--- config.mk ---
export PLATFORM = sky130hd
export DESIGN_NAME = fire_expand3_top
export DESIGN_NICKNAME = d
export VERILOG_FILES = /design/src/fire_expand3_pkg.sv /design/src/expand3_sequencer.sv /design/src/expand3_weight_rom.sv /design/src/expand3_mac_array.sv /design/src/ofm_buffer.sv /design/src/ofm_writer.sv /design/src/fire_expand3_top.sv
export VERILOG_INCLUDE_DIRS = /design/src /design/src/include
export SDC_FILE = /design/constraint.sdc
export NUM_CORES = 1
export LEC_CHECK = 0
export ABC_AREA = 1
export BUFFER_PORTS_ARGS = -buffer_cell sky130_fd_sc_hd__clkbuf_2
export CAP_MARGIN = 25
export CORE_ASPECT_RATIO = 0.6
export CORE_UTILIZATION = 25
export CTS_BUF_LIST = sky130_fd_sc_hd__clkbuf_8 sky130_fd_sc_hd__clkbuf_16
export DETAILED_ROUTE_END_ITERATION = 7
export HOLD_SLACK_MARGIN = 0.03
export SYNTH_ARGS = -nofsm -noshare
export SYNTH_HDL_FRONTEND = slang
export SYNTH_SLANG_ARGS = --single-unit
export TNS_END_PERCENT = 20
--- constraint.sdc ---
create_clock -name clk -period 7.82 [get_ports clk]
set_input_delay 0.782 -clock clk [delete_from_list [all_inputs] [get_ports clk]]
set_output_delay 0.782 -clock clk [all_outputs]
set_load 0.01 [all_outputs]
--- src/include/fire_expand3_consts.svh ---
`ifndef FIRE_EXPAND3_CONSTS_SVH
`define FIRE_EXPAND3_CONSTS_SVH

// Array geometry, one MAC lane per output channel
`define FE3_NLANE 4
`define FE3_CHIN 2
// 3x3 window over every input channel
`define FE3_NTAP (3 * 3 * `FE3_CHIN)
`define FE3_WOUT 3
`define FE3_NPIX (`FE3_WOUT * `FE3_WOUT)

// Datapath widths
`define FE3_DW 16
`define FE3_AW 32

// Requantize slice of the accumulator
`define FE3_QLSB 14
`define FE3_QMSB 28

// Result vectors held between MAC array and writer
`define FE3_BUF_DEPTH 4

// Synthetic weight rule, kernel = (((L*LSTEP + l*CSTEP + t) mod PERIOD) - MID) * KER_ONE
`define FE3_KER_LSTEP 7
`define FE3_KER_CSTEP 3
`define FE3_KER_PERIOD 9
`define FE3_KER_MID 4
`define FE3_KER_ONE 4096
// Bias = (l + 1 + L) * BIAS_ONE
`define FE3_BIAS_ONE 16384

`endif

--- src/fire_expand3_pkg.sv ---
`include "fire_expand3_consts.svh"

package fire_expand3_pkg;

	// 0 selects fire4 and 1 selects fire5
	typedef logic layer_t;

	// Must also hold NTAP itself for the drain slot
	typedef logic [$clog2(`FE3_NTAP + 1)-1:0] tap_idx_t;
	typedef logic [$clog2(`FE3_NPIX)-1:0] pix_idx_t;
	typedef logic [$clog2(`FE3_NPIX * `FE3_NLANE)-1:0] ram_addr_t;

	// Lane vectors from the weight ROM
	typedef logic [`FE3_NLANE-1:0][`FE3_DW-1:0] lane_dw_t;
	typedef logic [`FE3_NLANE-1:0][`FE3_AW-1:0] lane_aw_t;

	// One serial tap from sequencer to MAC array
	typedef struct packed {
		logic                      valid;
		layer_t                    layer;
		tap_idx_t                  tap;
		logic signed [`FE3_DW-1:0] pix;
	} tap_cmd_t;

	// Accumulator word seen whole or split for requantize
	typedef union packed {
		logic signed [`FE3_AW-1:0] raw;
		struct packed {
			logic                            sign;
			logic [`FE3_AW-`FE3_QMSB-3:0]    guard;
			logic [`FE3_QMSB-`FE3_QLSB:0]    payload;
			logic [`FE3_QLSB-1:0]            frac;
		} f;
	} acc_word_u;

	// One finished pixel with all lanes
	typedef struct packed {
		lane_dw_t data;
		layer_t   layer;
		pix_idx_t pix;
	} ofm_vec_t;

	// Single-lane RAM write
	typedef struct packed {
		logic              en;
		layer_t            layer;
		ram_addr_t         addr;
		logic [`FE3_DW-1:0] data;
	} ram_wr_t;

endpackage

--- src/expand3_sequencer.sv ---
`include "fire_expand3_consts.svh"

module expand3_sequencer import fire_expand3_pkg::*; (
	input  logic               clk,
	input  logic               rst_gen,
	input  logic               fire4_en,
	input  logic               fire5_en,
	input  logic [`FE3_DW-1:0] ifm,
	input  logic               stall,
	input  logic               layer_written,
	output logic               ifm_take,
	output tap_cmd_t           tap_cmd,
	output logic               acc_clr,
	output logic               layer_busy_done
);

	layer_t   cur_layer;
	tap_idx_t tap_cnt;
	pix_idx_t pix_cnt;
	logic     done;

	logic   active;
	layer_t sel_layer;
	logic   new_layer;
	logic   in_window;
	logic   in_drain;
	logic   drain_exit;

	//////////////////////////////////////////////////////////////////////
	// Layer select and window decode
	//////////////////////////////////////////////////////////////////////

	// fire4 wins when both enables are up
	assign active    = fire4_en | fire5_en;
	assign sel_layer = fire4_en ? 1'b0 : 1'b1;

	// First cycle under a different enable only restarts the counters
	assign new_layer = active && (sel_layer != cur_layer);
	assign in_window = active && !new_layer && !done;

	// Taps 0..NTAP-1 sample the stream, slot NTAP is the drain
	assign ifm_take = in_window && (tap_cnt < tap_idx_t'(`FE3_NTAP));
	assign in_drain = in_window && (tap_cnt == tap_idx_t'(`FE3_NTAP));

	// Held in the drain while the buffer has no room,
	// so the finished sum waits in the accumulators
	assign drain_exit = in_drain && !stall;

	always_comb begin
		tap_cmd.valid = ifm_take;
		tap_cmd.layer = cur_layer;
		tap_cmd.tap   = tap_cnt;
		tap_cmd.pix   = ifm;
	end

	//////////////////////////////////////////////////////////////////////
	// Tap and pixel counters
	//////////////////////////////////////////////////////////////////////

	always_ff @(posedge clk) begin
		if (rst_gen) begin
			cur_layer       <= 1'b0;
			tap_cnt         <= '0;
			pix_cnt         <= '0;
			done            <= 1'b0;
			acc_clr         <= 1'b0;
			layer_busy_done <= 1'b0;
		end else begin
			// Lands one cycle after the drain, as the last tap has just been summed
			acc_clr <= drain_exit;
			if (new_layer) begin
				cur_layer       <= sel_layer;
				tap_cnt         <= '0;
				pix_cnt         <= '0;
				done            <= 1'b0;
				layer_busy_done <= 1'b0;
			end else begin
				if (ifm_take) begin
					tap_cnt <= tap_cnt + 1'b1;
				end else if (drain_exit) begin
					tap_cnt <= '0;
					if (pix_cnt == pix_idx_t'(`FE3_NPIX - 1)) begin
						// All windows issued, stop until the layer changes
						pix_cnt         <= '0;
						done            <= 1'b1;
						layer_busy_done <= 1'b1;
					end else begin
						pix_cnt <= pix_cnt + 1'b1;
					end
				end
				// Writer has finished the layer, drop the busy-done report
				if (done && layer_written) begin
					layer_busy_done <= 1'b0;
				end
			end
		end
	end

endmodule

--- src/expand3_weight_rom.sv ---
`include "fire_expand3_consts.svh"

module expand3_weight_rom import fire_expand3_pkg::*; (
	input  layer_t   layer,
	input  tap_idx_t tap,
	output lane_dw_t kernel,
	output lane_aw_t bias
);

	//////////////////////////////////////////////////////////////////////
	// Table rules
	//////////////////////////////////////////////////////////////////////

	// Kernel word for one lane and tap, Q3.12 steps of one
	function automatic logic [`FE3_DW-1:0] kernel_word(
		input int lyr,
		input int lane,
		input int t
	);
		int phase;
		phase = (lyr * `FE3_KER_LSTEP + lane * `FE3_KER_CSTEP + t) % `FE3_KER_PERIOD;
		// Centre the phase so both signs appear
		return `FE3_DW'((phase - `FE3_KER_MID) * `FE3_KER_ONE);
	endfunction

	// Bias is aligned to the accumulator, product scale Q.26
	function automatic logic [`FE3_AW-1:0] bias_word(
		input int lyr,
		input int lane
	);
		int step;
		step = lane + 1 + lyr;
		return `FE3_AW'(step * `FE3_BIAS_ONE);
	endfunction

	//////////////////////////////////////////////////////////////////////
	// Lookup
	//////////////////////////////////////////////////////////////////////

	// Pure combinational, address to word without delay
	always_comb begin
		for (int l = 0; l < `FE3_NLANE; l++) begin
			kernel[l] = kernel_word(int'(layer), l, int'(tap));
		end
	end

	// Bias depends on the layer only
	always_comb begin
		for (int l = 0; l < `FE3_NLANE; l++) begin
			bias[l] = bias_word(int'(layer), l);
		end
	end

endmodule

--- src/expand3_mac_array.sv ---
`include "fire_expand3_consts.svh"

module expand3_mac_array import fire_expand3_pkg::*; (
	input  logic     clk,
	input  logic     rst_gen,
	input  tap_cmd_t tap_cmd,
	input  lane_dw_t kernel,
	input  lane_aw_t bias,
	input  logic     acc_clr,
	output logic     res_push,
	output ofm_vec_t res_vec
);

	// Tap stage
	logic                      tap_vld_q;
	logic signed [`FE3_DW-1:0] pix_q;
	lane_dw_t                  ker_q;
	lane_aw_t                  bias_q;
	layer_t                    lay_q;

	// Accumulators and pixel tag
	lane_aw_t acc_q;
	pix_idx_t pix_cnt;

	logic signed [`FE3_AW-1:0] prod [`FE3_NLANE];
	acc_word_u                 sum  [`FE3_NLANE];

	//////////////////////////////////////////////////////////////////////
	// Tap register one cycle after issue
	//////////////////////////////////////////////////////////////////////

	always_ff @(posedge clk) begin
		if (rst_gen) begin
			tap_vld_q <= 1'b0;
		end else begin
			tap_vld_q <= tap_cmd.valid;
		end
	end

	always_ff @(posedge clk) begin
		pix_q <= tap_cmd.pix;
		ker_q <= kernel;
		// Bias and layer follow the last real tap
		// Drain cycles keep them
		if (tap_cmd.valid) begin
			bias_q <= bias;
			lay_q  <= tap_cmd.layer;
		end
	end

	//////////////////////////////////////////////////////////////////////
	// Multiply and accumulate
	//////////////////////////////////////////////////////////////////////

	// Signed 16x16 into a full 32-bit product
	always_comb begin
		for (int l = 0; l < `FE3_NLANE; l++) begin
			prod[l] = tap_vld_q ? pix_q * $signed(ker_q[l]) : 32'sd0;
		end
	end

	// Sums wrap at 32 bits
	// Clear restarts from the incoming product
	always_ff @(posedge clk) begin
		if (rst_gen) begin
			acc_q   <= '0;
			pix_cnt <= '0;
		end else begin
			for (int l = 0; l < `FE3_NLANE; l++) begin
				acc_q[l] <= (acc_clr ? '0 : acc_q[l]) + prod[l];
			end
			if (acc_clr) begin
				pix_cnt <= (pix_cnt == pix_idx_t'(`FE3_NPIX - 1)) ? '0 : pix_cnt + 1'b1;
			end
		end
	end

	//////////////////////////////////////////////////////////////////////
	// Bias, ReLU, requantize
	//////////////////////////////////////////////////////////////////////

	always_comb begin
		for (int l = 0; l < `FE3_NLANE; l++) begin
			sum[l].raw = acc_q[l] + bias_q[l];
			// Negative goes to zero
			// Else bits QMSB..QLSB under a zero sign
			res_vec.data[l] = sum[l].f.sign ? '0 : {1'b0, sum[l].f.payload};
		end
		res_vec.layer = lay_q;
		res_vec.pix   = pix_cnt;
	end

	// Vector is complete in the clear cycle
	assign res_push = acc_clr;

endmodule

--- src/ofm_buffer.sv ---
`include "fire_expand3_consts.svh"

module ofm_buffer import fire_expand3_pkg::*; #(
	parameter int DEPTH = `FE3_BUF_DEPTH
) (
	input  logic     clk,
	input  logic     rst_gen,
	input  logic     push,
	input  ofm_vec_t din,
	input  logic     pop,
	output ofm_vec_t dout,
	output logic     empty,
	output logic     full
);

	localparam int PW = (DEPTH > 1) ? $clog2(DEPTH) : 1;
	localparam int CW = $clog2(DEPTH + 1);

	ofm_vec_t        mem [DEPTH];
	logic [PW-1:0]   wr_ptr;
	logic [PW-1:0]   rd_ptr;
	logic [CW-1:0]   count;

	logic do_push;
	logic do_pop;

	// Requests outside the legal range are dropped
	assign do_push = push && !full;
	assign do_pop  = pop && !empty;

	// Storage
	always_ff @(posedge clk) begin
		if (do_push) begin
			mem[wr_ptr] <= din;
		end
	end

	//////////////////////////////////////////////////////////////////////
	// Circular pointers and fill count
	//////////////////////////////////////////////////////////////////////

	always_ff @(posedge clk) begin
		if (rst_gen) begin
			wr_ptr <= '0;
			rd_ptr <= '0;
			count  <= '0;
		end else begin
			if (do_push) begin
				wr_ptr <= (wr_ptr == PW'(DEPTH - 1)) ? '0 : wr_ptr + 1'b1;
			end
			if (do_pop) begin
				rd_ptr <= (rd_ptr == PW'(DEPTH - 1)) ? '0 : rd_ptr + 1'b1;
			end
			// Simultaneous push and pop leaves the count alone
			case ({do_push, do_pop})
				2'b10:   count <= count + 1'b1;
				2'b01:   count <= count - 1'b1;
				default: count <= count;
			endcase
		end
	end

	// First-word fall-through head
	assign dout  = mem[rd_ptr];
	assign empty = (count == '0);
	assign full  = (count == CW'(DEPTH));

endmodule

--- src/ofm_writer.sv ---
`include "fire_expand3_consts.svh"

module ofm_writer import fire_expand3_pkg::*; (
	input  logic     clk,
	input  logic     rst_gen,
	input  ofm_vec_t head,
	input  logic     empty,
	output logic     pop,
	input  logic     ram_busy,
	input  logic     ram_feedback_4,
	input  logic     ram_feedback_5,
	input  logic     layer_busy_done,
	output ram_wr_t  ram_wr,
	output logic     fire4_finish,
	output logic     fire5_finish
);

	logic [$clog2(`FE3_NLANE)-1:0] lane_q;
	logic [1:0]                    end_q;
	logic [1:0]                    fb_q;
	logic                          done_seen;

	logic       issue;
	logic       last_lane;
	logic       last_write;
	logic [1:0] fb_in;

	//////////////////////////////////////////////////////////////////////
	// Lane serializer
	//////////////////////////////////////////////////////////////////////

	// One lane per cycle
	// A busy cycle leaves a hole
	assign issue      = !empty && !ram_busy;
	assign last_lane  = (int'(lane_q) == `FE3_NLANE - 1);
	assign pop        = issue && last_lane;
	assign last_write = pop && (head.pix == pix_idx_t'(`FE3_NPIX - 1));

	always_comb begin
		ram_wr.en    = issue;
		ram_wr.layer = head.layer;
		// pixel * NLANE + lane
		ram_wr.addr  = ram_addr_t'(head.pix * `FE3_NLANE + lane_q);
		ram_wr.data  = head.data[lane_q];
	end

	//////////////////////////////////////////////////////////////////////
	// End of layer and finish handshake
	//////////////////////////////////////////////////////////////////////

	// Indexed by layer with bit 0 for fire4
	assign fb_in = {ram_feedback_5, ram_feedback_4};

	always_ff @(posedge clk) begin
		if (rst_gen) begin
			lane_q    <= '0;
			end_q     <= '0;
			fb_q      <= '0;
			done_seen <= 1'b0;
		end else begin
			if (issue) begin
				lane_q <= last_lane ? '0 : lane_q + 1'b1;
			end
			// Sequencer report can be short
			// Held here until the final write
			if (layer_busy_done) begin
				done_seen <= 1'b1;
			end
			if (last_write && (done_seen || layer_busy_done)) begin
				end_q[head.layer] <= 1'b1;
				done_seen         <= 1'b0;
			end
			// Feedback only counts once the flag is up
			// Sticky until reset
			for (int i = 0; i < 2; i++) begin
				fb_q[i] <= fb_q[i] | (fb_in[i] & end_q[i]);
			end
		end
	end

	assign fire4_finish = end_q[0] & ~fb_q[0];
	assign fire5_finish = end_q[1] & ~fb_q[1];

endmodule

--- src/fire_expand3_top.sv ---
`include "fire_expand3_consts.svh"

module fire_expand3_top import fire_expand3_pkg::*; (
	input  logic               clk,
	input  logic               rst_gen,
	input  logic               fire4_en,
	input  logic               fire5_en,
	input  logic [`FE3_DW-1:0] ifm,
	input  logic               ram_busy,
	input  logic               ram_feedback_4,
	input  logic               ram_feedback_5,
	output ram_wr_t            ram_wr,
	output logic               ifm_take,
	output logic               fire4_finish,
	output logic               fire5_finish
);

	tap_cmd_t tap_cmd;
	lane_dw_t kernel;
	lane_aw_t bias;
	ofm_vec_t res_vec;
	ofm_vec_t buf_head;
	logic     acc_clr;
	logic     res_push;
	logic     buf_pop;
	logic     buf_empty;
	logic     buf_full;
	logic     layer_busy_done;
	logic     layer_written;

	// Either finish flag means the writer is through with the layer
	assign layer_written = fire4_finish | fire5_finish;

	//////////////////////////////////////////////////////////////////////
	// Producer side
	//////////////////////////////////////////////////////////////////////

	expand3_sequencer seq_i (
		.clk(clk), .rst_gen(rst_gen),
		.fire4_en(fire4_en), .fire5_en(fire5_en),
		.ifm(ifm), .stall(buf_full), .layer_written(layer_written),
		.ifm_take(ifm_take), .tap_cmd(tap_cmd), .acc_clr(acc_clr),
		.layer_busy_done(layer_busy_done)
	);

	// ROM addressed straight from the issued tap
	expand3_weight_rom rom_i (
		.layer(tap_cmd.layer), .tap(tap_cmd.tap), .kernel(kernel), .bias(bias)
	);

	expand3_mac_array mac_i (
		.clk(clk), .rst_gen(rst_gen), .tap_cmd(tap_cmd),
		.kernel(kernel), .bias(bias), .acc_clr(acc_clr),
		.res_push(res_push), .res_vec(res_vec)
	);

	//////////////////////////////////////////////////////////////////////
	// Buffer and consumer
	//////////////////////////////////////////////////////////////////////

	ofm_buffer buf_i (
		.clk(clk), .rst_gen(rst_gen), .push(res_push), .din(res_vec),
		.pop(buf_pop), .dout(buf_head), .empty(buf_empty), .full(buf_full)
	);

	ofm_writer wr_i (
		.clk(clk), .rst_gen(rst_gen), .head(buf_head), .empty(buf_empty),
		.pop(buf_pop), .ram_busy(ram_busy),
		.ram_feedback_4(ram_feedback_4), .ram_feedback_5(ram_feedback_5),
		.layer_busy_done(layer_busy_done), .ram_wr(ram_wr),
		.fire4_finish(fire4_finish), .fire5_finish(fire5_finish)
	);

endmodule

==> results.py <==
metrics = {
    "min_path": {
        "holdCritPathClass": "primary input to flip-flop",
    },
    "timing": {
        "fmax_ghz": 0.163,
        "setup-tns-final_ps": 0,
        "hold_violations": 0,
        "maxSlewViolCount": 0,
        "fin_skew_ps": 14.5,
        "fin_ws_ps": 1700,
        "timing.final.crit_period_ps": 6120,
        "rsz0062_at_grt": "false",
        "maxSlewHeadroom_pct": 36.3,
        "finalCritPeriodShare_pct": 78.2,
        "worstMarginPinSlew_ps": 956,
        "setup_violations": 0,
    },
    "synth": {
        "yosysTopAreaCellShare_pct": 25.1,
        "ys_seq_area_share_pct": 34.4,
        "synth_warnings": 0,
        "synthFlopType": "edfxtp_1",
        "synth-edff-count": 262,
        "ys_ff_latch": 408,
        "synthMuxAreaShare_pct": 0.0320,
        "ys_types": 67,
        "yosysTopAreaCell": "edfxtp_1",
        "synth.most_common_cell": "nand2_1",
        "syn_avg_cell_area_um2": 8.16,
        "syn_inst": 3841,
        "synth_fa_ha_area_share_pct": 20.5,
        "netlist_top_cells_area": "edfxtp_1 25%, ha_1 11%, dfxtp_1 9.3%",
        "synth_top_family_by_area": "adder cells",
        "syn_nets": 4291,
        "synth_compound_area_share_pct": 14.7,
        "synth_xor_area_share_pct": 1.71,
        "synth_common_cells": "616 x nand2_1, 607 x inv_1, 424 x nor2_1",
        "syn-cell-area_mm2": 0.0313,
        "async_flop_share_pct": 0,
        "synthSimpleGateAreaFrac_pct": 19.4,
    },
    "cts": {
        "tritoncts": "yes",
        "h-tree-depth": 2,
        "insertion_delay_ps": 560,
        "post_cts_buffers": 0,
        "cts_buffer_depth": 3,
        "clockRootBuffer": "clkbuf_16",
        "clock-sinks": 408,
        "cts_buffers": 39,
        "cts_resized": 0,
        "cts.clk_slew.worst_paths_ps": 70,
        "holdBufCountCts": 0,
    },
    "global_routing": {
        "grtUsageTotal_pct": 13.5,
        "grt_pass1_vias": 23354,
        "antenna_found_initial": 2,
        "grt_pass1_wl_um": 135000,
        "grt_max_degree": 83,
        "overflow": 0,
    },
    "layout": {
        "drive_gt1_share_pct": 6.70,
        "final_cells": 5522,
        "final_util_pct": 27.8,
        "fin_area_mm2": 0.0345,
        "finalNetCount": 4264,
        "areaGrowthSynthToFinish_pct": 10.1,
    },
    "placed_design": {
        "dp_cells": 5455,
        "post_dp_cell_area_mm2": 0.0333,
        "gp_congestion": 0.925,
        "dp_slack_ps": 1820,
        "io_buffers": 48,
        "hpwl_um": 66700,
    },
    "critical_path": {
        "cp.required_ps": 8280,
        "r2r_slack_ps": 1700,
        "worstPathArrival_ps": 6580,
        "end_kind": "flip-flop",
        "worstSetupEndpoint": "mac_i.acc_q[29]",
        "critPathMaxFanout": 16,
        "r2r-end": "mac_i.acc_q[29]",
        "cp-startpoint": "mac_i.ker_q[14]",
        "start_kind": "flip-flop",
        "rr_startpoint": "mac_i.ker_q[14]",
        "worstRegToRegCells": 27,
        "critPathKind": "flip-flop to flip-flop",
    },
    "floorplan": {
        "dieArea_mm2": 0.127,
        "ios": 50,
        "die_w_um": 459,
        "start_util_pct": 25.2,
        "row_count": 100,
        "die_y_um": 276,
        "core_area_mm2": 0.124,
    },
    "drt": {
        "vias": 25468,
        "drc": 0,
        "ant_nets": 0,
        "wirelength_um": 87400,
        "dr.first_iter.drc_count": 2207,
        "first_pass_iters": 8,
        "viasPerCell": 4.61,
        "avgRoutedWirePerCell_um": 15.8,
    },
    "outcome": {
        "status": "completed",
    },
    "power": {
        "p_leak_uw": 0.0158,
        "ir_worst_vdd_uv": 158,
        "pwr_density_cell_mw_per_mm2": 314,
    },
    "job": {
        "maxCapViolCount": 0,
    },
}
## final cells by class
class,count,area (um2)
multi-input combinational,2672,17700
tap,1683,2110
clock inverter,24,151
timing repair buffer,70,405
clock buffer,41,1010
antenna,1,2.50
inverter,623,2350
sequential,408,10800
fill,13430,89600
## flip-flops by register name (all words and copies together), names as in the netlist, 2 cells and up, named ones only
register and count:
buf_i.wr_ptr 2, wr_i.lane_q 2, wr_i.fb_q 2, mac_i.pix_q 16
buf_i.count 3, seq_i.pix_cnt 4, mac_i.ker_q 16, buf_i.rd_ptr 2
wr_i.end_q 2, mac_i.acc_q 80, mac_i.pix_cnt 4, buf_i.mem 260
seq_i.tap_cnt 5
## how the worst min path moves through the flow
stage | depth (start not counted) | slack, ps | from | to
6_report | 1 | 320 | ifm[4] | mac_i.pix_q[4]
5_1_grt | 1 | 280 | ifm[4] | mac_i.pix_q[4]
4_1_cts | 1 | 290 | ifm[4] | mac_i.pix_q[4]
3_5_place_dp | 2 | 450 | seq_i.layer_busy_done | seq_i.layer_busy_done
3_3_place_gp | 2 | 450 | seq_i.layer_busy_done | seq_i.layer_busy_done
2_1_floorplan | 2 | 430 | seq_i.layer_busy_done | seq_i.layer_busy_done
## layout by cell type (no fill, tap or decap), drive strengths merged, types with 24 or more instances in the layout
cell type / n
nand2: 677
a21oi: 243
inv: 623
a31oi: 24
edfxtp: 262
o21ai: 369
nand3: 132
nor3: 47
fa: 142
nor2: 438
xor2: 42
dfxtp: 146
o221ai: 49
clkbuf: 89
ha: 285
o211ai: 27
## routing by layer
metal  up-vias  part of all wire (%)  track usage (%)
met2       710                    38             17.7
met5         -                     0                0
li1      12656                     -                -
met1     12031                    52             21.7
met3        71                   8.8             3.64
met4         0                   1.1             1.60
## worst max-delay path: stages (launching register included)
cell and delay, ps:
dfxtp_1 680, nand2_1 160, fa_1 530, fa_1 510
fa_1 520, inv_1 40, ha_1 210, fa_1 380
nand2_1 80, inv_1 40, o21ai_0 170, and2_1 170
nor2_1 50, o21ai_0 140, nand2_1 80, o21ai_0 150
a21oi_1 70, ha_1 360, nand2_1 90, nor2_1 220
o21ai_0 160, o211ai_1 140, a31oi_1 90, o21ai_0 310
a31oi_1 180, o21ai_0 250, a21oi_1 100, o21a_1 130
## where the power goes
group	internal, uW	switching, uW	total, uW	leakage (uW)
Clock	970	862	1830	0.000593
Sequential	2650	283	2940	0.00360
Combinational	2160	3910	6060	0.0117
Total	5780	5050	10800	0.0158
## kinds of logic after synthesis
| group | after synthesis |
|---|---|
| buf+inv | 761 |
| compound gates | 810 |
| mux | 1 |
| other cells | 1 |
| flops | 408 |
| fa+ha+maj | 427 |
| xor+xnor | 54 |
| simple gates | 1379 |
## metrics by stage
step           hold slack [ps]  total power (uW)
2_1_floorplan              431              7290
3_3_place_gp               448              8880
3_5_place_dp               445              8920
4_1_cts                    287             10800
5_1_grt                    285             11900
6_report                   316             10800
No activity file was read; power rests on OpenSTA's default activity.
